### src/source/ac97_pkg.sv
package ac97_pkg;

  ////////////////////
  // frame geometry
  ////////////////////

  localparam int BIT_COUNT_W = 8;

  // counter positions within a 256-bit frame
  localparam logic [BIT_COUNT_W-1:0] FRAME_LAST = 8'd255;
  localparam logic [BIT_COUNT_W-1:0] SYNC_LAST  = 8'd15;
  localparam logic [BIT_COUNT_W-1:0] READY_BIT  = 8'd128;

  localparam int SLOT_W = 20;

  // first bit of each outgoing slot
  localparam logic [BIT_COUNT_W-1:0] SLOT1_START = 8'd16;
  localparam logic [BIT_COUNT_W-1:0] SLOT2_START = 8'd36;
  localparam logic [BIT_COUNT_W-1:0] SLOT3_START = 8'd56;
  localparam logic [BIT_COUNT_W-1:0] SLOT4_START = 8'd76;
  // left capture arrives one bit later than slot 3 out
  localparam logic [BIT_COUNT_W-1:0] RX_LEFT_START = 8'd57;

  // user side widths
  localparam int SAMPLE_W = 8;
  localparam int VOLUME_W = 5;
  localparam int SOURCE_W = 3;

  ////////////////////
  // command word
  ////////////////////

  // write view, address plus data
  typedef struct packed {
    logic [7:0]  addr;
    logic [15:0] data;
  } cmd_addr_data_t;

  // read view, msb of the address is the read request
  typedef struct packed {
    logic        read;
    logic [6:0]  index;
    logic [15:0] data;
  } cmd_read_t;

  typedef union packed {
    cmd_addr_data_t ad;
    cmd_read_t      rr;
  } ac97_cmd_t;

  // codec register map
  localparam logic [7:0] REG_VENDOR_ID   = 8'h00;
  localparam logic [7:0] REG_HP_VOL      = 8'h04;
  localparam logic [7:0] REG_BEEP_VOL    = 8'h0A;
  localparam logic [7:0] REG_MIC_VOL     = 8'h0E;
  localparam logic [7:0] REG_PCM_VOL     = 8'h18;
  localparam logic [7:0] REG_REC_SEL     = 8'h1A;
  localparam logic [7:0] REG_REC_GAIN    = 8'h1C;
  localparam logic [7:0] REG_GEN_PURPOSE = 8'h20;

  // fixed register contents
  localparam logic [15:0] PCM_VOL_DATA   = 16'h0808;
  localparam logic [15:0] REC_GAIN_DATA  = 16'h0F0F;
  localparam logic [15:0] MIC_BOOST_DATA = 16'h8048;
  localparam logic [15:0] BEEP_VOL_DATA  = 16'h0000;
  localparam logic [15:0] BYPASS_DATA    = 16'h8000;

endpackage

### src/source/frame_timer.sv
`timescale 1ns/1ns

module frame_timer
  import ac97_pkg::*;
#(
  parameter int RESET_HOLD = 1024
) (
  input  logic                   clk,
  input  logic                   reset,
  output logic [BIT_COUNT_W-1:0] bit_count,
  output logic                   ready,
  output logic                   ac97_synch,
  output logic                   audio_reset_b
);

  // hold counter only needs to reach RESET_HOLD-1
  localparam int HOLD_W = (RESET_HOLD > 1) ? $clog2(RESET_HOLD) : 1;
  localparam logic [HOLD_W-1:0] HOLD_LAST = HOLD_W'(RESET_HOLD - 1);

  logic [HOLD_W-1:0] hold_count;

  ////////////////////
  // bit counter
  ////////////////////

  // free running, wraps from 255 to 0
  always_ff @(posedge clk) begin
    if (reset) begin
      bit_count <= '0;
    end else begin
      bit_count <= bit_count + 1'b1;
    end
  end

  // sync rises on the last bit, so it covers counts 0..15
  always_ff @(posedge clk) begin
    if (reset) begin
      ac97_synch <= 1'b0;
    end else if (bit_count == FRAME_LAST) begin
      ac97_synch <= 1'b1;
    end else if (bit_count == SYNC_LAST) begin
      ac97_synch <= 1'b0;
    end
  end

  // one pulse mid frame
  always_ff @(posedge clk) begin
    if (reset) begin
      ready <= 1'b0;
    end else begin
      ready <= (bit_count == READY_BIT);
    end
  end

  ////////////////////
  // codec reset hold
  ////////////////////

  // low for RESET_HOLD cycles, then stays high
  always_ff @(posedge clk) begin
    if (reset) begin
      hold_count    <= '0;
      audio_reset_b <= 1'b0;
    end else if (hold_count == HOLD_LAST) begin
      audio_reset_b <= 1'b1;
    end else begin
      hold_count <= hold_count + 1'b1;
    end
  end

endmodule

### src/source/slot_receiver.sv
`timescale 1ns/1ns

module slot_receiver
  import ac97_pkg::*;
(
  input  logic                   clk,
  input  logic                   reset,
  input  logic [BIT_COUNT_W-1:0] bit_count,
  input  logic                   ac97_sdata_in,
  output logic [SAMPLE_W-1:0]    audio_in_data
);

  // first count after the left slot has been shifted in
  localparam logic [BIT_COUNT_W-1:0] RX_LEFT_END = RX_LEFT_START + BIT_COUNT_W'(SLOT_W);

  logic [SLOT_W-1:0] rx_shift;
  logic              in_window;

  // counts 57..76 carry the left capture slot
  assign in_window = (bit_count >= RX_LEFT_START) && (bit_count < RX_LEFT_END);

  // msb arrives first
  always_ff @(posedge clk) begin
    if (in_window) begin
      rx_shift <= {rx_shift[SLOT_W-2:0], ac97_sdata_in};
    end
  end

  // take the top bits once the slot is complete, hold for the frame
  always_ff @(posedge clk) begin
    if (reset) begin
      audio_in_data <= '0;
    end else if (bit_count == RX_LEFT_END) begin
      audio_in_data <= rx_shift[SLOT_W-1 -: SAMPLE_W];
    end
  end

endmodule

### src/source/command_sequencer.sv
`timescale 1ns/1ns

module command_sequencer
  import ac97_pkg::*;
(
  input  logic                clk,
  input  logic                reset,
  input  logic                ready,
  input  logic [VOLUME_W-1:0] volume,
  input  logic [SOURCE_W-1:0] source,
  output ac97_cmd_t           cmd,
  output logic                cmd_valid
);

  logic [3:0]          state;
  logic [VOLUME_W-1:0] atten;
  ac97_cmd_t           cmd_next;

  // volume to attenuation, 0 is loudest on the codec
  assign atten = 5'd31 - volume;

  ////////////////////
  // state counter
  ////////////////////

  // one step per frame, wraps after 16
  always_ff @(posedge clk) begin
    if (reset) begin
      state <= '0;
    end else if (ready) begin
      state <= state + 1'b1;
    end
  end

  ////////////////////
  // command table
  ////////////////////

  always_comb begin
    cmd_next = '0;
    case (state)
      4'h3: begin
        // headphone, both channels
        cmd_next.ad.addr = REG_HP_VOL;
        cmd_next.ad.data = {3'b000, atten, 3'b000, atten};
      end
      4'h5: begin
        cmd_next.ad.addr = REG_PCM_VOL;
        cmd_next.ad.data = PCM_VOL_DATA;
      end
      4'h6: begin
        // record source, same on left and right
        cmd_next.ad.addr = REG_REC_SEL;
        cmd_next.ad.data = {5'b00000, source, 5'b00000, source};
      end
      4'h7: begin
        // max record gain
        cmd_next.ad.addr = REG_REC_GAIN;
        cmd_next.ad.data = REC_GAIN_DATA;
      end
      4'h9: begin
        // +20dB mic boost
        cmd_next.ad.addr = REG_MIC_VOL;
        cmd_next.ad.data = MIC_BOOST_DATA;
      end
      4'hA: begin
        cmd_next.ad.addr = REG_BEEP_VOL;
        cmd_next.ad.data = BEEP_VOL_DATA;
      end
      4'hB: begin
        // pcm out bypasses 3D mix
        cmd_next.ad.addr = REG_GEN_PURPOSE;
        cmd_next.ad.data = BYPASS_DATA;
      end
      default: begin
        // vendor id read fills the idle states
        cmd_next.rr.read  = 1'b1;
        cmd_next.rr.index = REG_VENDOR_ID[6:0];
        cmd_next.rr.data  = '0;
      end
    endcase
  end

  // command follows the state by one cycle
  always_ff @(posedge clk) begin
    cmd <= cmd_next;
  end

  // valid from the first pass through state 0 onward
  always_ff @(posedge clk) begin
    if (reset) begin
      cmd_valid <= 1'b0;
    end else if (state == 4'h0) begin
      cmd_valid <= 1'b1;
    end
  end

endmodule

### src/source/slot_transmitter.sv
`timescale 1ns/1ns

module slot_transmitter
  import ac97_pkg::*;
(
  input  logic                   clk,
  input  logic                   reset,
  input  logic [BIT_COUNT_W-1:0] bit_count,
  input  logic                   ready,
  input  ac97_cmd_t              cmd,
  input  logic                   cmd_valid,
  input  logic [SAMPLE_W-1:0]    audio_out_data,
  output logic                   ac97_sdata_out
);

  // end of slot 4
  localparam logic [BIT_COUNT_W-1:0] SLOT4_END = SLOT4_START + BIT_COUNT_W'(SLOT_W);
  // bit index within one slot
  localparam int IDX_W = $clog2(SLOT_W);

  logic [SAMPLE_W-1:0] held_sample;
  // frame payload left justified in 20-bit slots
  logic [SLOT_W-1:0]   l_slot1;
  logic [SLOT_W-1:0]   l_slot2;
  logic [SLOT_W-1:0]   l_pcm;
  logic                l_cmd_v;
  logic                l_sample_v;
  logic                next_bit;

  // msb of a slot goes out first
  function automatic logic slot_bit(input logic [SLOT_W-1:0]      word,
                                    input logic [BIT_COUNT_W-1:0] offset);
    logic [IDX_W-1:0] idx;
    idx = IDX_W'(BIT_COUNT_W'(SLOT_W - 1) - offset);
    return word[idx];
  endfunction

  // user sample held from the ready pulse
  always_ff @(posedge clk) begin
    if (ready) begin
      held_sample <= audio_out_data;
    end
  end

  ////////////////////
  // frame latch
  ////////////////////

  always_ff @(posedge clk) begin
    if (bit_count == FRAME_LAST) begin
      l_slot1 <= {cmd.ad.addr, 12'h000};
      l_slot2 <= {cmd.ad.data, 4'h0};
      l_pcm   <= {held_sample, {(SLOT_W - SAMPLE_W){1'b0}}};
    end
  end

  // valid flags clear on reset so the first frame is empty
  always_ff @(posedge clk) begin
    if (reset) begin
      l_cmd_v    <= 1'b0;
      l_sample_v <= 1'b0;
    end else if (bit_count == FRAME_LAST) begin
      l_cmd_v    <= cmd_valid;
      l_sample_v <= 1'b1;
    end
  end

  ////////////////////
  // bit select
  ////////////////////

  always_comb begin
    if (bit_count < SLOT1_START) begin
      // slot 0 tags
      case (bit_count[3:0])
        4'h0:    next_bit = 1'b1;
        4'h1:    next_bit = l_cmd_v;
        4'h2:    next_bit = l_cmd_v;
        4'h3:    next_bit = l_sample_v;
        4'h4:    next_bit = l_sample_v;
        default: next_bit = 1'b0;
      endcase
    end else if (bit_count < SLOT2_START) begin
      // command address
      next_bit = l_cmd_v & slot_bit(l_slot1, bit_count - SLOT1_START);
    end else if (bit_count < SLOT3_START) begin
      // command data
      next_bit = l_cmd_v & slot_bit(l_slot2, bit_count - SLOT2_START);
    end else if (bit_count < SLOT4_START) begin
      // left pcm
      next_bit = l_sample_v & slot_bit(l_pcm, bit_count - SLOT3_START);
    end else if (bit_count < SLOT4_END) begin
      // right pcm carries the same sample
      next_bit = l_sample_v & slot_bit(l_pcm, bit_count - SLOT4_START);
    end else begin
      next_bit = 1'b0;
    end
  end

  // bit for count n leaves in the cycle after n
  always_ff @(posedge clk) begin
    if (reset) begin
      ac97_sdata_out <= 1'b0;
    end else begin
      ac97_sdata_out <= next_bit;
    end
  end

endmodule

### src/source/ac97_link_top.sv
`timescale 1ns/1ns

module ac97_link_top
  import ac97_pkg::*;
#(
  parameter int RESET_HOLD = 1024
) (
  input  logic                clk,
  input  logic                reset,
  // user side
  input  logic [VOLUME_W-1:0] volume,
  input  logic [SOURCE_W-1:0] source,
  input  logic [SAMPLE_W-1:0] audio_out_data,
  output logic [SAMPLE_W-1:0] audio_in_data,
  output logic                ready,
  // codec pins
  output logic                audio_reset_b,
  output logic                ac97_sdata_out,
  input  logic                ac97_sdata_in,
  output logic                ac97_synch
);

  logic [BIT_COUNT_W-1:0] bit_count;
  ac97_cmd_t              cmd;
  logic                   cmd_valid;

  ////////////////////
  // frame timing
  ////////////////////

  frame_timer #(
    .RESET_HOLD (RESET_HOLD)
  ) u_frame_timer (
    .clk           (clk),
    .reset         (reset),
    .bit_count     (bit_count),
    .ready         (ready),
    .ac97_synch    (ac97_synch),
    .audio_reset_b (audio_reset_b)
  );

  // capture path
  slot_receiver u_slot_receiver (
    .clk           (clk),
    .reset         (reset),
    .bit_count     (bit_count),
    .ac97_sdata_in (ac97_sdata_in),
    .audio_in_data (audio_in_data)
  );

  // register write table
  command_sequencer u_command_sequencer (
    .clk       (clk),
    .reset     (reset),
    .ready     (ready),
    .volume    (volume),
    .source    (source),
    .cmd       (cmd),
    .cmd_valid (cmd_valid)
  );

  // playback path plus commands
  slot_transmitter u_slot_transmitter (
    .clk            (clk),
    .reset          (reset),
    .bit_count      (bit_count),
    .ready          (ready),
    .cmd            (cmd),
    .cmd_valid      (cmd_valid),
    .audio_out_data (audio_out_data),
    .ac97_sdata_out (ac97_sdata_out)
  );

endmodule

### config.mk
export PLATFORM = sky130hd
export DESIGN_NAME = ac97_link_top
export DESIGN_NICKNAME = d
export VERILOG_FILES = /design/src/source/ac97_pkg.sv /design/src/source/frame_timer.sv /design/src/source/slot_receiver.sv /design/src/source/command_sequencer.sv /design/src/source/slot_transmitter.sv /design/src/source/ac97_link_top.sv
export SDC_FILE = /design/constraint.sdc
export NUM_CORES = 1
export LEC_CHECK = 0
export ABC_AREA = 1
export CAP_MARGIN = 20
export CORE_ASPECT_RATIO = 1.75
export CORE_MARGIN = 4
export CORE_UTILIZATION = 50
export CTS_BUF_LIST = sky130_fd_sc_hd__clkbuf_4
export DETAILED_ROUTE_END_ITERATION = 10
export DONT_BUFFER_PORTS = 1
export PLACE_DENSITY = 0.63
export SYNTH_ARGS = -nofsm -noshare
export SYNTH_HDL_FRONTEND = slang
export SYNTH_SLANG_ARGS = --single-unit
### constraint.sdc
create_clock -name clk -period 3.5 [get_ports clk]
set_input_delay 0.175 -clock clk [delete_from_list [all_inputs] [get_ports clk]]
set_output_delay 0.175 -clock clk [all_outputs]
set_load 0.005 [all_outputs]
==> summary by stage, run 1 <==
Outcome
The flow ran to the end, and the final reports show no timing, DRC or antenna violations.

Clocking
The worst-skew pair later-pin latency is 0.44 ns. CTS placed an instance of sky130_fd_sc_hd__clkbuf_4 at the clock tree root. The clock transition time at the flip-flop clock pins of the worst setup and hold paths is 0.16 ns. The buffer count from post-CTS setup fixing is 0. The depth of the CTS H-tree is 3. After clock tree synthesis, the repair step resized 0 gates.

Buffers inserted during clock tree synthesis total 9. Counting along the longest clock path gives a buffer depth of 2. TritonCTS built the clock tree. For this design, the sink count on the clock tree is 101.

Setup path
The worst setup path is captured at a register. The required time of the critical path is 3.80 ns. By startpoint and endpoint, the worst setup path is classified as register to register. The critical path arrival is 2.42 ns. The register-to-register setup slack is 1.38 ns. The largest fanout on the critical path is 16. The worst setup path is launched from a register.

STA
In the finished design, the share of the clock period the worst path needs comes to 0.605. The number of max-slew violations in the final report is 0. The transition time at the pin with the least slew margin is 0.749 ns. Setup repair after global routing left no endpoint under its margin. The headroom to the max-slew limit is 0.499. The count of endpoints failing hold in the final timing report is 0. The setup TNS is 0 ns. The routed design could run at a clock period as short as 2.12 ns. For the final database, setup skew stands at 0.0257 ns. The fmax is 0.472 GHz. The final setup violation count is 0.

Layout
The non-filler instance count after layout is 531. After filler insertion, the fill cell instance count of the layout stands at 697. The area growth from synthesis to layout is 10.1%. In the final layout, the share of cells above drive strength 1 is 0.0682. Once layout is complete, the utilization of the core stands at 0.563. Registers take 2520 µm².

The finished cells cover 4490 µm². Summing all multi-input logic gate instances after layout gives 1300 µm². The number of nets in the layout is 469.

Synth
The cell with the most instances after synthesis is sky130_fd_sc_hd__nand2_1. The share of Yosys cell area claimed by the top area cell type is 0.369. The count of flip-flops with a built-in enable after synthesis is 50. Counting every instance in the synthesized netlist gives 411.

Of the synthesized area, sequential elements account for 0.619. Of all cell types, the one taking the most synthesized area is sky130_fd_sc_hd__edfxtp_1. Among all flip-flop cells after synthesis, the most frequent one is sky130_fd_sc_hd__dfxtp_1. During synthesis, Yosys emitted a total of 0 warnings.

After synthesis, the most frequently instantiated cells are sky130_fd_sc_hd__nand2_1, sky130_fd_sc_hd__inv_1, sky130_fd_sc_hd__dfxtp_1, sky130_fd_sc_hd__edfxtp_1, sky130_fd_sc_hd__nor2_1. The share of synthesized flip-flops with an asynchronous set or reset is 0. Yosys attributes the largest share of cell area to sky130_fd_sc_hd__edfxtp_1, sky130_fd_sc_hd__dfxtp_1, sky130_fd_sc_hd__nand2_1. Counting every net in the synthesized netlist gives 445.

The netlist uses 35 different library cells. The mean instance size in the synthesized netlist is 9.91 µm². The register bit total from synthesis is 101.

After synthesis the cells add up to 4070 µm².

Routing
After detailed routing, the number of remaining DRC violations is 0. The total vias in the final route is 2774. In this run the remaining antenna-violating nets after routing total 0.

After the first detailed-routing iteration, the DRC count stood at 222. For this block, the routed nets add up to 7700 µm of wire. Using the TritonRoute via totals, the vias-per-cell ratio works out to 5.22. The number of search-and-repair iterations in the first detailed-routing pass is 4. The routed length per instance is 14.5 µm.

Floorplanning
The floorplan die height is 127 µm. In this run the core area contains 43 standard-cell rows. The floorplan die area is 9710 µm².

The width of the die is 76.2 µm. The floorplan step defined a core boundary enclosing 7960 µm². 31 I/O pins were placed. The initial utilization of the core area, before any placement, comes to 0.512.

Global routing
The met2 demand-to-capacity share in global routing is 0.310. The global-route met3 utilization is 0.0374. Entering global routing, the biggest net connects 24 pins. The number of global-route vias before repair came to 2786.

The wire length of the first global-routing pass is 12800 µm. The all-layer global routing usage is 0.171. In the global route stage, met1 resource usage came out at 0.187. Global routing finished with a remaining overflow of 0. The number of antenna violations at the first check in global routing came to 1.

met2 is the most crowded layer.

Place
At the end of routability-driven placement, the weighted congestion stood at 0.896. The total placed instance area is 4170 µm². Counting tap cells, the placed design contains a total of 496 instances. The number of buffers added on ports is 0. The detailed placement HPWL is 5450 µm.

Pwr
The worst-case IR drop observed on VDD is 0.312 mV. The clock group share of total power is 0.300. The power per cell area is 424 nW/µm². The part of the total power dissipated in combinational logic is 0.043. The analysis attributes to net switching a power of 0.000414 W. Of the total power, the share spent switching nets is 0.218. The register share of total power is 0.657. The internal power summed over all cells is 0.00149 W. Summed over all cells, the static leakage comes to 1.79 nW.

Worst hold path
The class of the tightest hold or removal check is primary input to register.

Job
Across the run, the number of max-cap violations was 0.
==> timing repair <==
item | CTS | global route
endpoints found under the setup margin | 0 | 0
hold endpoints to repair | 31 | 0
hold buffers | 18 | 0
==> power groups by stage <==
stage	Combinational (W)	Sequential, W	Clock (W)
final	0.0000809	0.00125	0.000570
after global routing	0.0000935	0.00125	0.000644
after CTS	0.0000813	0.00125	0.000592
after detailed placement	0.0000637	0.00128	0
after global placement	0.0000633	0.00128	0
after floorplan	0.0000547	0.00127	0
==> routing by layer <==
| layer | vias up | share of wire | wire (µm) |
|---|---|---|---|
| met2 | 43 | 0.56 | 4270 |
| met4 | 0 | 0.016 | 125 |
| met3 | 9 | 0.023 | 180 |
| li1 | 1408 | - | - |
| met1 | 1314 | 0.40 | 3120 |
| met5 | - | 0 | 0 |
==> through the flow <==
stage	hold slack [ns]	setup slack (ns)	power [W]
5_1_grt	0.231	1.12	0.00199
4_1_cts	0.226	1.38	0.00192
3_5_place_dp	0.250	1.39	0.00134
6_report	0.253	1.38	0.00190
2_1_floorplan	0.247	0.520	0.00133
3_3_place_gp	0.250	1.50	0.00134
==> logic make-up (layout without fill, tap and decap cells) <==
kind of cell | Yosys count | after routing | synth area share
and+or+nand+nor | 149 | 149 | 0.156
DFF | 101 | 101 | 0.619
AOI/OAI and AO/OA | 74 | 74 | 0.102
buffers and inverters | 66 | 95 | 0.0636
adders and majority gates | 15 | 15 | 0.0461
xor gates and xnor gates | 6 | 6 | 0.0129
other | 0 | 1 | 0
==> critical path: stages (launching register included) <==
cell and delay (ns):
sky130_fd_sc_hd__dfxtp_1 0.51, sky130_fd_sc_hd__ha_1 0.33, sky130_fd_sc_hd__nand2_1 0.10, sky130_fd_sc_hd__inv_1 0.08, sky130_fd_sc_hd__nand4_1 0.49, sky130_fd_sc_hd__o21ai_0 0.41
sky130_fd_sc_hd__a21oi_1 0.07
==> flip-flops by register name, indices dropped and copies added, names as in the netlist, 4 cells and up <==
| register | cells |
|---|---|
| u_slot_transmitter.l_slot1 | 6 |
| u_command_sequencer.state | 4 |
| u_slot_transmitter.held_sample | 8 |
| u_frame_timer.hold_count | 10 |
| u_command_sequencer.cmd | 14 |
| u_frame_timer.bit_count | 8 |
| u_slot_transmitter.l_slot2 | 8 |
| u_slot_receiver.audio_in_data | 8 |
| u_slot_transmitter.l_pcm | 8 |
| u_slot_receiver.rx_shift | 20 |
==> layout make-up <==
class                   instances  area share
clock inverters                 7      0.0142
flip-flops and latches        101       0.562
diodes                          1    0.000558
clock buffers                   9      0.0151
multi-input cells             244       0.289
repair buffers                 20      0.0435
well taps                      90      0.0251
inverters                      59      0.0499
==> cell usage in the layout (no fill, tap or decap), types with 2 or more instances in the layout <==
cell type / n
sky130_fd_sc_hd__nand3_1: 14
sky130_fd_sc_hd__nor2_2: 4
sky130_fd_sc_hd__clkbuf_4: 9
sky130_fd_sc_hd__o21ai_1: 4
sky130_fd_sc_hd__dfxtp_1: 51
sky130_fd_sc_hd__nor4_1: 2
sky130_fd_sc_hd__a31oi_1: 2
sky130_fd_sc_hd__inv_4: 3
sky130_fd_sc_hd__ha_1: 15
sky130_fd_sc_hd__nor3_1: 8
sky130_fd_sc_hd__o21a_1: 3
sky130_fd_sc_hd__buf_4: 2
sky130_fd_sc_hd__nand4_1: 3
sky130_fd_sc_hd__nand2_1: 78
sky130_fd_sc_hd__inv_2: 2
sky130_fd_sc_hd__a21oi_1: 23
sky130_fd_sc_hd__clkinv_1: 2
sky130_fd_sc_hd__xnor2_1: 2
sky130_fd_sc_hd__inv_1: 56
sky130_fd_sc_hd__dlygate4sd3_1: 18
sky130_fd_sc_hd__xor2_1: 4
sky130_fd_sc_hd__nor2_1: 35
sky130_fd_sc_hd__o21ai_0: 29
sky130_fd_sc_hd__nand2_2: 2
sky130_fd_sc_hd__a211oi_1: 2
sky130_fd_sc_hd__edfxtp_1: 50
sky130_fd_sc_hd__o211ai_1: 4
==> path summary, 6_finish.rpt <==
check                                        startpoint                                            end  cells after the start
setup / recovery  u_frame_timer.bit_count[3]$_SDFF_PP0_  u_slot_receiver.audio_in_data[2]$_SDFFE_PP0P_                      6
hold / removal                                    reset       u_frame_timer.audio_reset_b$_SDFFE_PP0N_                      2
setup reg to reg  u_frame_timer.bit_count[3]$_SDFF_PP0_  u_slot_receiver.audio_in_data[2]$_SDFFE_PP0P_                      6
hold reg to reg     u_command_sequencer.cmd[23]$_DFF_P_       u_slot_transmitter.l_slot1[19]$_DFFE_PP_                      0
(Power assumes the default switching activity.)
==> run 2, diff against run 1 <==
- ABC_AREA: 1 -> 0
- clock period: 3.5 -> 2.2 ns (I/O delays scaled with it)
==> run 2 against run 1 <==
Sequential cell count unchanged; setup slack worse by 1.1 ns; final cell count decreased by 16%; synthesized cell count is 20% lower; clock skew shrank 0.013 ns; clock power grew 65%; critical endpoint is now u_slot_receiver.rx_shift[2]$_DFFE_PP_; highest routed layer unchanged.
==> summary by stage, run 2 <==
Outcome
The flow ran to the end, and the final reports show no timing, DRC or antenna violations.

STA
Setup repair after global routing left no endpoint under its margin. The tightest hold path in the finished design has a slack of 0.278 ns. The minimum clock period after layout is 1.89 ns.

The number of max-slew violations in the final report came to 0. The share of the clock period used by the worst path is 0.857. Clock skew on the completed layout was measured at 0.0126 ns.

Measured against its own limit, the worst slew margin works out to 0.589. The count of endpoints failing hold in the final timing report is 0. After routing, the total negative slack on setup checks comes to 0 ns. Setup violations remaining at the end of the flow were counted as 0. Timing would allow up to 0.530 GHz. The transition time at the pin with the least slew margin is 0.616 ns.

Synth
The register bit total from synthesis is 101. After synthesis, the share of cell area in mux cells is 0.0561. After synthesis, the cell types taking the most area are sky130_fd_sc_hd__edfxtp_1, sky130_fd_sc_hd__dfxtp_1, sky130_fd_sc_hd__ha_1. The biggest area consumer among synthesized cells is sky130_fd_sc_hd__edfxtp_1. The mean instance size in the synthesized netlist is 12.2 µm².

The main combinational cell family by area after synthesis is simple AND/OR/NAND/NOR gates. The complex-gate fraction of the synthesized area is 0.0707. In the synthesized netlist the dominant register cell turns out to be sky130_fd_sc_hd__dfxtp_1. The share of synthesized flip-flops with an asynchronous set or reset is 0.

Synthesis handed over a netlist of 330 instances. The post-synthesis sequential area ratio is 0.628. The count of unique library cells instantiated by Yosys is 54. The simple-gate share of the synthesized area is 0.138. Of the total synthesized cell area, the portion taken by full adders, half adders and majority gates is 0.0467. The count of warnings emitted by yosys is 0. The share of Yosys cell area claimed by the top area cell type is 0.374. The total standard cell area after synthesis is 4020 µm². The count of flip-flops with a built-in enable after synthesis is 50.

The cell with the most instances after synthesis is sky130_fd_sc_hd__dfxtp_1. The synthesized netlist net count is 364. The parity-gate share of the synthesized area counting xor and xnor cells is 0.0327.

By count the netlist is led by sky130_fd_sc_hd__dfxtp_1, sky130_fd_sc_hd__edfxtp_1, sky130_fd_sc_hd__nor2_1, sky130_fd_sc_hd__nand2_1.

Setup path
The critical path arrival is 2.04 ns. The worst register-to-register path has a setup slack of 0.31 ns. STA classifies the critical path endpoint as a register. The startpoint class of the critical path is a register. For the worst flop-to-flop path, the logic depth is 8.

The termination of the worst setup path is u_slot_receiver.rx_shift[2]$_DFFE_PP_. The destination of the worst register-to-register timing path is u_slot_receiver.rx_shift[2]$_DFFE_PP_. The start of the worst register-to-register path is u_frame_timer.bit_count[0]$_SDFF_PP0_. The origin of the worst setup path is u_frame_timer.bit_count[0]$_SDFF_PP0_. The required time of the critical path is 2.35 ns.

Along the worst path, the maximum fanout reaches 20. The class of the most critical setup path is register to register.

Pwr
The power per cell area is 684 nW/µm². Summed over all cells, the static leakage comes to 1.58 nW. The maximum resistive drop on vdd is 0.447 mV. The total power draw is 0.00306 W.

Routing
For this block, the routed nets add up to 6650 µm of wire. The first detailed-routing pass ran for 4 iterations. The detailed router finished its first iteration with 100 violations. The per-cell via count in the routed design is 5.43. The routed length per instance is 14.9 µm. The DRC violations left is 0. The number of nets with antenna violations after detailed routing is 0. The total vias in the final route is 2426.

Layout
The library cells used most frequently in the layout, excluding fill and tap cells, are sky130_fd_sc_hd__dfxtp_1, sky130_fd_sc_hd__edfxtp_1, sky130_fd_sc_hd__nor2_1, sky130_fd_sc_hd__nand2_1, sky130_fd_sc_hd__dlygate4sd3_1. The largest registers in the layout are u_slot_receiver.rx_shift x20, u_command_sequencer.cmd x14, u_frame_timer.hold_count x10. The layout-stage area growth over the synthesis result is 11.6%.

The register ranked first by flip-flop count is u_slot_receiver.rx_shift. The number of filler instances in the final layout is 671. The number of flip-flops under the largest register name is 20.

Of the cells placed in the final design, the portion with a size suffix greater than 1 is 0.101. In the final design database the tool counted 385 nets.

Clocking
The clock passes through at most 2 buffers. The number of sinks handled by clock tree synthesis is 101. The TritonCTS clock tree is done.

Post-CTS timing repair inserted 0 buffers for setup. The clock transition time at the flip-flop clock pins of the worst setup and hold paths is 0.15 ns. The worst-skew pair later-pin latency is 0.43 ns. The depth of the CTS H-tree is 3. Buffers inserted during clock tree synthesis total 9.

The tree is rooted in a sky130_fd_sc_hd__clkbuf_4.

Worst hold path
The class of the tightest hold or removal check is primary input to register.

Floorplanning
The floorplan step defined a die boundary enclosing 9580 µm². 31 I/O pins were placed. The floorplan die height is 127 µm. The number of standard-cell rows in the floorplan is 43. After floorplanning, the core was sized to cover 7860 µm².

The floorplan step set the die width to 75.7 µm. The initial utilization of the core area, before any placement, comes to 0.511.

Global routing
The number of antenna violations at the first check in global routing is 1. In the global route stage, overall resource usage came out at 0.161. The total overflow left after global routing is 0. The number of global-route vias before repair came to 2528. The wire length of the first global-routing pass is 11700 µm. The largest net degree at the start of global routing is 38.

Place
Routability-driven placement finished with a final weighted congestion of 0.910. Detailed placement ended at an HPWL of 4520 µm. The number of buffers added on ports is 0.

Job
The max-cap violation count is 0.
## run 2: cell types whose count changed after synthesis, moves of 5 or more
| cell | delta |
|---|---|
| sky130_fd_sc_hd__a21oi_1 | -8 |
| sky130_fd_sc_hd__clkbuf_1 | +5 |
| sky130_fd_sc_hd__inv_1 | -45 |
| sky130_fd_sc_hd__mux2i_1 | +12 |
| sky130_fd_sc_hd__nand2_1 | -59 |
| sky130_fd_sc_hd__nand2b_1 | +5 |
| sky130_fd_sc_hd__nand3_1 | -8 |
| sky130_fd_sc_hd__nor2_1 | +8 |
| sky130_fd_sc_hd__nor2b_1 | +6 |
| sky130_fd_sc_hd__o21ai_0 | -20 |
| sky130_fd_sc_hd__xnor2_1 | +6 |
## run 2: metrics by stage
stage | setup WS, ns | cell area, µm² | instances | utilization
2_1_floorplan | 0.0564 | 4020 | 330 | -
3_3_place_gp | 0.295 | 4140 | 411 | 0.527
3_5_place_dp | 0.218 | 4140 | 411 | 0.527
4_1_cts | 0.195 | 4480 | 446 | 0.570
5_1_grt | 0.109 | 4480 | 447 | 0.571
6_report | 0.314 | 4480 | 447 | 0.571
## run 2: layout make-up
class,instances,area (µm²),share of cell area
Sequential cell,101,2520,0.563
Multi-Input combinational cell,202,1390,0.309
Timing Repair Buffer,25,270,0.0603
Tap cell,90,113,0.0251
Clock inverter,7,73.8,0.0165
Clock buffer,9,67.6,0.0151
Inverter,12,45.0,0.0101
Antenna cell,1,2.50,0.000558
## run 2: worst min-delay path by stage
stage / slack [ns] / to / from / cells after the start
6_report: 0.28 / u_command_sequencer.cmd[12]$_DFF_P_ / volume[4] / 2
5_1_grt: 0.24 / u_command_sequencer.cmd[12]$_DFF_P_ / volume[4] / 2
4_1_cts: 0.22 / u_command_sequencer.cmd[12]$_DFF_P_ / volume[4] / 2
3_5_place_dp: 0.18 / u_command_sequencer.cmd[12]$_DFF_P_ / volume[4] / 1
3_3_place_gp: 0.19 / u_command_sequencer.cmd[12]$_DFF_P_ / volume[4] / 1
2_1_floorplan: 0.18 / u_command_sequencer.cmd[12]$_DFF_P_ / volume[4] / 1
## run 2: power by group
part,switching [W],internal [W]
registers,0.0000113,0.00197
clock network,0.000590,0.000353
logic,0.0000702,0.0000700
## run 2: routing by layer
metal | share of wire | track usage | up-vias
li1 | - | - | 1223
met1 | 0.42 | 0.196 | 1142
met2 | 0.51 | 0.256 | 39
met3 | 0.027 | 0.0365 | 22
met4 | 0.041 | 0.0886 | 0
met5 | 0 | 0 | -
## run 2: repair_timing
| item | CTS | global route |
|---|---|---|
| resized for setup | 0 | 1 |
| hold buffers | 19 | 0 |
| endpoints found under the setup margin | 0 | 1 |
| endpoints found under the hold margin | 51 | 0 |
## run 2: logic make-up after synthesis
family | after synthesis
compound gates | 44
xor+xnor | 15
fa+ha+maj | 15
buf+inv | 27
flops | 101
mux | 18
simple gates | 110
## run 2: critical path, cell delays in order (launching register included)
cell	delay, ns
sky130_fd_sc_hd__dfxtp_1	0.45
sky130_fd_sc_hd__buf_4	0.21
sky130_fd_sc_hd__ha_1	0.21
sky130_fd_sc_hd__nand2b_1	0.12
sky130_fd_sc_hd__a21oi_1	0.06
sky130_fd_sc_hd__nor3_1	0.14
sky130_fd_sc_hd__a21oi_1	0.07
sky130_fd_sc_hd__nor2_2	0.15
sky130_fd_sc_hd__buf_12	0.18
==> run 3, diff against run 2 <==
- PLACE_DENSITY: 0.63 -> 0.67
==> run 3 against run 2 <==
Via count is 0.21% lower; sequential cell count did not move; maximum frequency down 3.9%; setup slack got worse by 0.077 ns; utilization up 0.29 points; register-to-register slack got worse by 0.08 ns; sequential power about the same; critical path depth fell by 1; sequential share of layout area is 0.31 points lower; clock power rose by 0.6%.
==> summary by stage, run 3 (same netlist as run 2, synthesis figures left out) <==
Outcome
The flow ran to the end, and the final reports show no timing, DRC or antenna violations.

Clocking
The number of sinks handled by clock tree synthesis is 101. TritonCTS built the clock tree. The CTS buffer count is 9. The longest clock path from root to sink contains 2 buffers. The depth of the CTS H-tree is 3.

The clock transition time at the flip-flop clock pins of the worst setup and hold paths is 0.13 ns. Gates resized during post-CTS repair numbered 0. The tree is rooted in a sky130_fd_sc_hd__clkbuf_4. The worst-skew pair later-pin latency is 0.45 ns.

Place
At the end of routability-driven placement, the weighted congestion stood at 0.931. Summed over all nets, the half-perimeter wirelength after detailed placement is 4850 µm. The worst-case setup slack after placement is 0.247 ns. Input and output buffers added on the ports amount to 0.

STA
The count of endpoints failing hold in the final timing report is 0. Setup violations remaining at the end of the flow were counted as 0. The number of max-slew violations in the final report is 0. Headroom to the max-slew limit came out at 0.592. Setup repair after global routing left no endpoint under its margin. Based on the critical path, the design can be clocked at up to 0.509 GHz.

The worst path needs 1.96 ns of the cycle, external delays included. Hold is met by 0.273 ns. The transition time at the pin with the least slew margin is 0.611 ns.

The final worst clock skew is 0.0199 ns. The setup TNS is 0 ns. In the finished design, the share of the clock period the worst path needs comes to 0.893. The worst path meets setup with 0.236 ns of slack.

Routing
The total vias in the final route is 2421. The number of nets with antenna violations after detailed routing is 0. The total detailed-routing wirelength is 6800 µm. The pre-antenna-repair detailed-routing pass consisted of 4 iterations. The DRC violation total after the first TritonRoute iteration is 139. After detailed routing, the average wire length per cell comes to 15.1 µm. The per-cell via count in the routed design is 5.39. In the routed design, unresolved DRC markers number 0.

Worst hold path
The worst hold path was traced through 2 stages. For hold timing, the worst endpoint is u_command_sequencer.cmd[12]$_DFF_P_. In this run the most critical hold path is launched from volume[4]. The class of the tightest hold or removal check is primary input to register.

Floorplanning
The floorplan step set the die width to 75.7 µm. The region available for standard cell placement spans 7860 µm². The floorplan step defined a die boundary enclosing 9580 µm².

31 I/O pins were placed. The initial core utilization is 0.511. In this run the vertical extent of the chip is 127 µm. In this run the core area contains 43 standard-cell rows.

Global routing
The number of antenna violations at the first check in global routing is 0. The all-layer global routing usage is 0.152. The largest net degree at the start of global routing is 38. The total congestion overflow is 0. The number of global-route vias before repair is 2349.

The first global-routing pass estimated 10800 µm of wire.

Pwr
The part of the total power dissipated in combinational logic is 0.045. VDD sags by at most 0.560 mV. The clock group share of total power is 0.309. The net switching component of the power is 0.000650 W.

The register share of total power is 0.646. The leakage power is 1.60 nW. The switching power share of the total is 0.212. The power per cell area is 682 nW/µm². The internal power summed over all cells is 0.00242 W. The total power draw is 0.00307 W.

Setup path
The critical path capture point type is a register. Data on the critical path is required at its endpoint by 2.57 ns. The startpoint class of the critical path is a register. Across all register-to-register paths, the minimum setup slack is 0.24 ns. The start of the worst register-to-register path is u_frame_timer.bit_count[3]$_SDFF_PP0_. Data arrives at the worst endpoint at 2.34 ns. The cell count of the worst reg-to-reg path is 7. The critical path is of the register to register type. In this run the worst path has a maximum fanout of 9. The destination of the worst register-to-register timing path is u_slot_transmitter.ac97_sdata_out$_SDFF_PP0_.

Layout
The number of antenna diodes in the final layout is 0. The layout-stage area growth over the synthesis result is 12.2%. The register ranked first by flip-flop count is u_slot_receiver.rx_shift. Summing all multi-input logic gate instances after layout gives 1390 µm². The leading cell type in the layout, fill and taps excluded is sky130_fd_sc_hd__dfxtp_1. In the final layout, flip-flops and latches occupy 2520 µm². The number of nets in the layout is 388. The largest registers in the layout are u_slot_receiver.rx_shift x20, u_command_sequencer.cmd x14, u_frame_timer.hold_count x10. The number of filler instances in the final layout is 663.

The fraction of layout cells with a size suffix above 1 is 0.106. The register with the most flip-flops in the layout has 20 of them. In the layout the commonest cells are sky130_fd_sc_hd__dfxtp_1, sky130_fd_sc_hd__edfxtp_1, sky130_fd_sc_hd__nor2_1, sky130_fd_sc_hd__nand2_1, sky130_fd_sc_hd__dlygate4sd3_1.

Job
The max-cap violation count is 0.
-- run 3: through the flow --
step	instance area (µm²)	util	std cells
finish	4500	0.573	449
global route	4500	0.573	449
CTS	4500	0.573	449
detailed placement	4150	0.529	413
global placement	4150	0.529	413
floorplan	4020	-	330
-- run 3: how the worst max path moves through the flow --
stage | startpoint | end | slack [ns] | depth (start not counted)
global route | u_frame_timer.bit_count[3]$_SDFF_PP0_ | u_slot_transmitter.ac97_sdata_out$_SDFF_PP0_ | 0.08 | 7
global placement | u_frame_timer.bit_count[3]$_SDFF_PP0_ | u_slot_transmitter.ac97_sdata_out$_SDFF_PP0_ | 0.32 | 7
floorplan | u_frame_timer.bit_count[0]$_SDFF_PP0_ | u_slot_receiver.rx_shift[0]$_DFFE_PP_ | 0.06 | 8
detailed placement | u_frame_timer.bit_count[3]$_SDFF_PP0_ | u_slot_transmitter.ac97_sdata_out$_SDFF_PP0_ | 0.25 | 7
CTS | u_frame_timer.bit_count[3]$_SDFF_PP0_ | u_slot_transmitter.ac97_sdata_out$_SDFF_PP0_ | 0.22 | 7
finish | u_frame_timer.bit_count[3]$_SDFF_PP0_ | u_slot_transmitter.ac97_sdata_out$_SDFF_PP0_ | 0.24 | 7
-- run 3: routing by layer --
| layer | track usage | wire length, µm | vias up |
|---|---|---|---|
| met1 | 0.161 | 2690 | 1156 |
| met3 | 0.0468 | 189 | 10 |
| li1 | - | - | 1222 |
| met2 | 0.263 | 3750 | 33 |
| met5 | 0 | 0 | - |
| met4 | 0.0690 | 159 | 0 |
-- run 3: power by group through the flow --
stage	combinational (W)	clock, W	sequential (W)
after floorplan	0.0000874	0	0.00202
after global placement	0.000100	0	0.00202
after detailed placement	0.000101	0	0.00202
after CTS	0.000139	0.000992	0.00198
after global routing	0.000153	0.00108	0.00199
final	0.000139	0.000949	0.00198
-- run 3: timing repair --
action                                 in CTS  in global routing
buffers inserted                            0                  0
endpoints found under the hold margin      51                  0
hold buffers                               20                  0
-- run 3: area by class of cell --
cell class | instances | share of cell area
clock buffers | 11 | 0.0183
clock inverters | 5 | 0.0133
inverters | 12 | 0.0100
multi-input cells | 202 | 0.308
flip-flops and latches | 101 | 0.560
well taps | 90 | 0.0250
repair buffers | 28 | 0.0656
-- run 3: worst max-delay path, stage by stage (launching register included) --
cell	delay, ns
sky130_fd_sc_hd__dfxtp_1	0.54
sky130_fd_sc_hd__inv_1	0.18
sky130_fd_sc_hd__ha_1	0.28
sky130_fd_sc_hd__xnor2_1	0.15
sky130_fd_sc_hd__nand3b_1	0.17
sky130_fd_sc_hd__o32ai_1	0.32
sky130_fd_sc_hd__o31ai_1	0.12
sky130_fd_sc_hd__a31oi_1	0.15
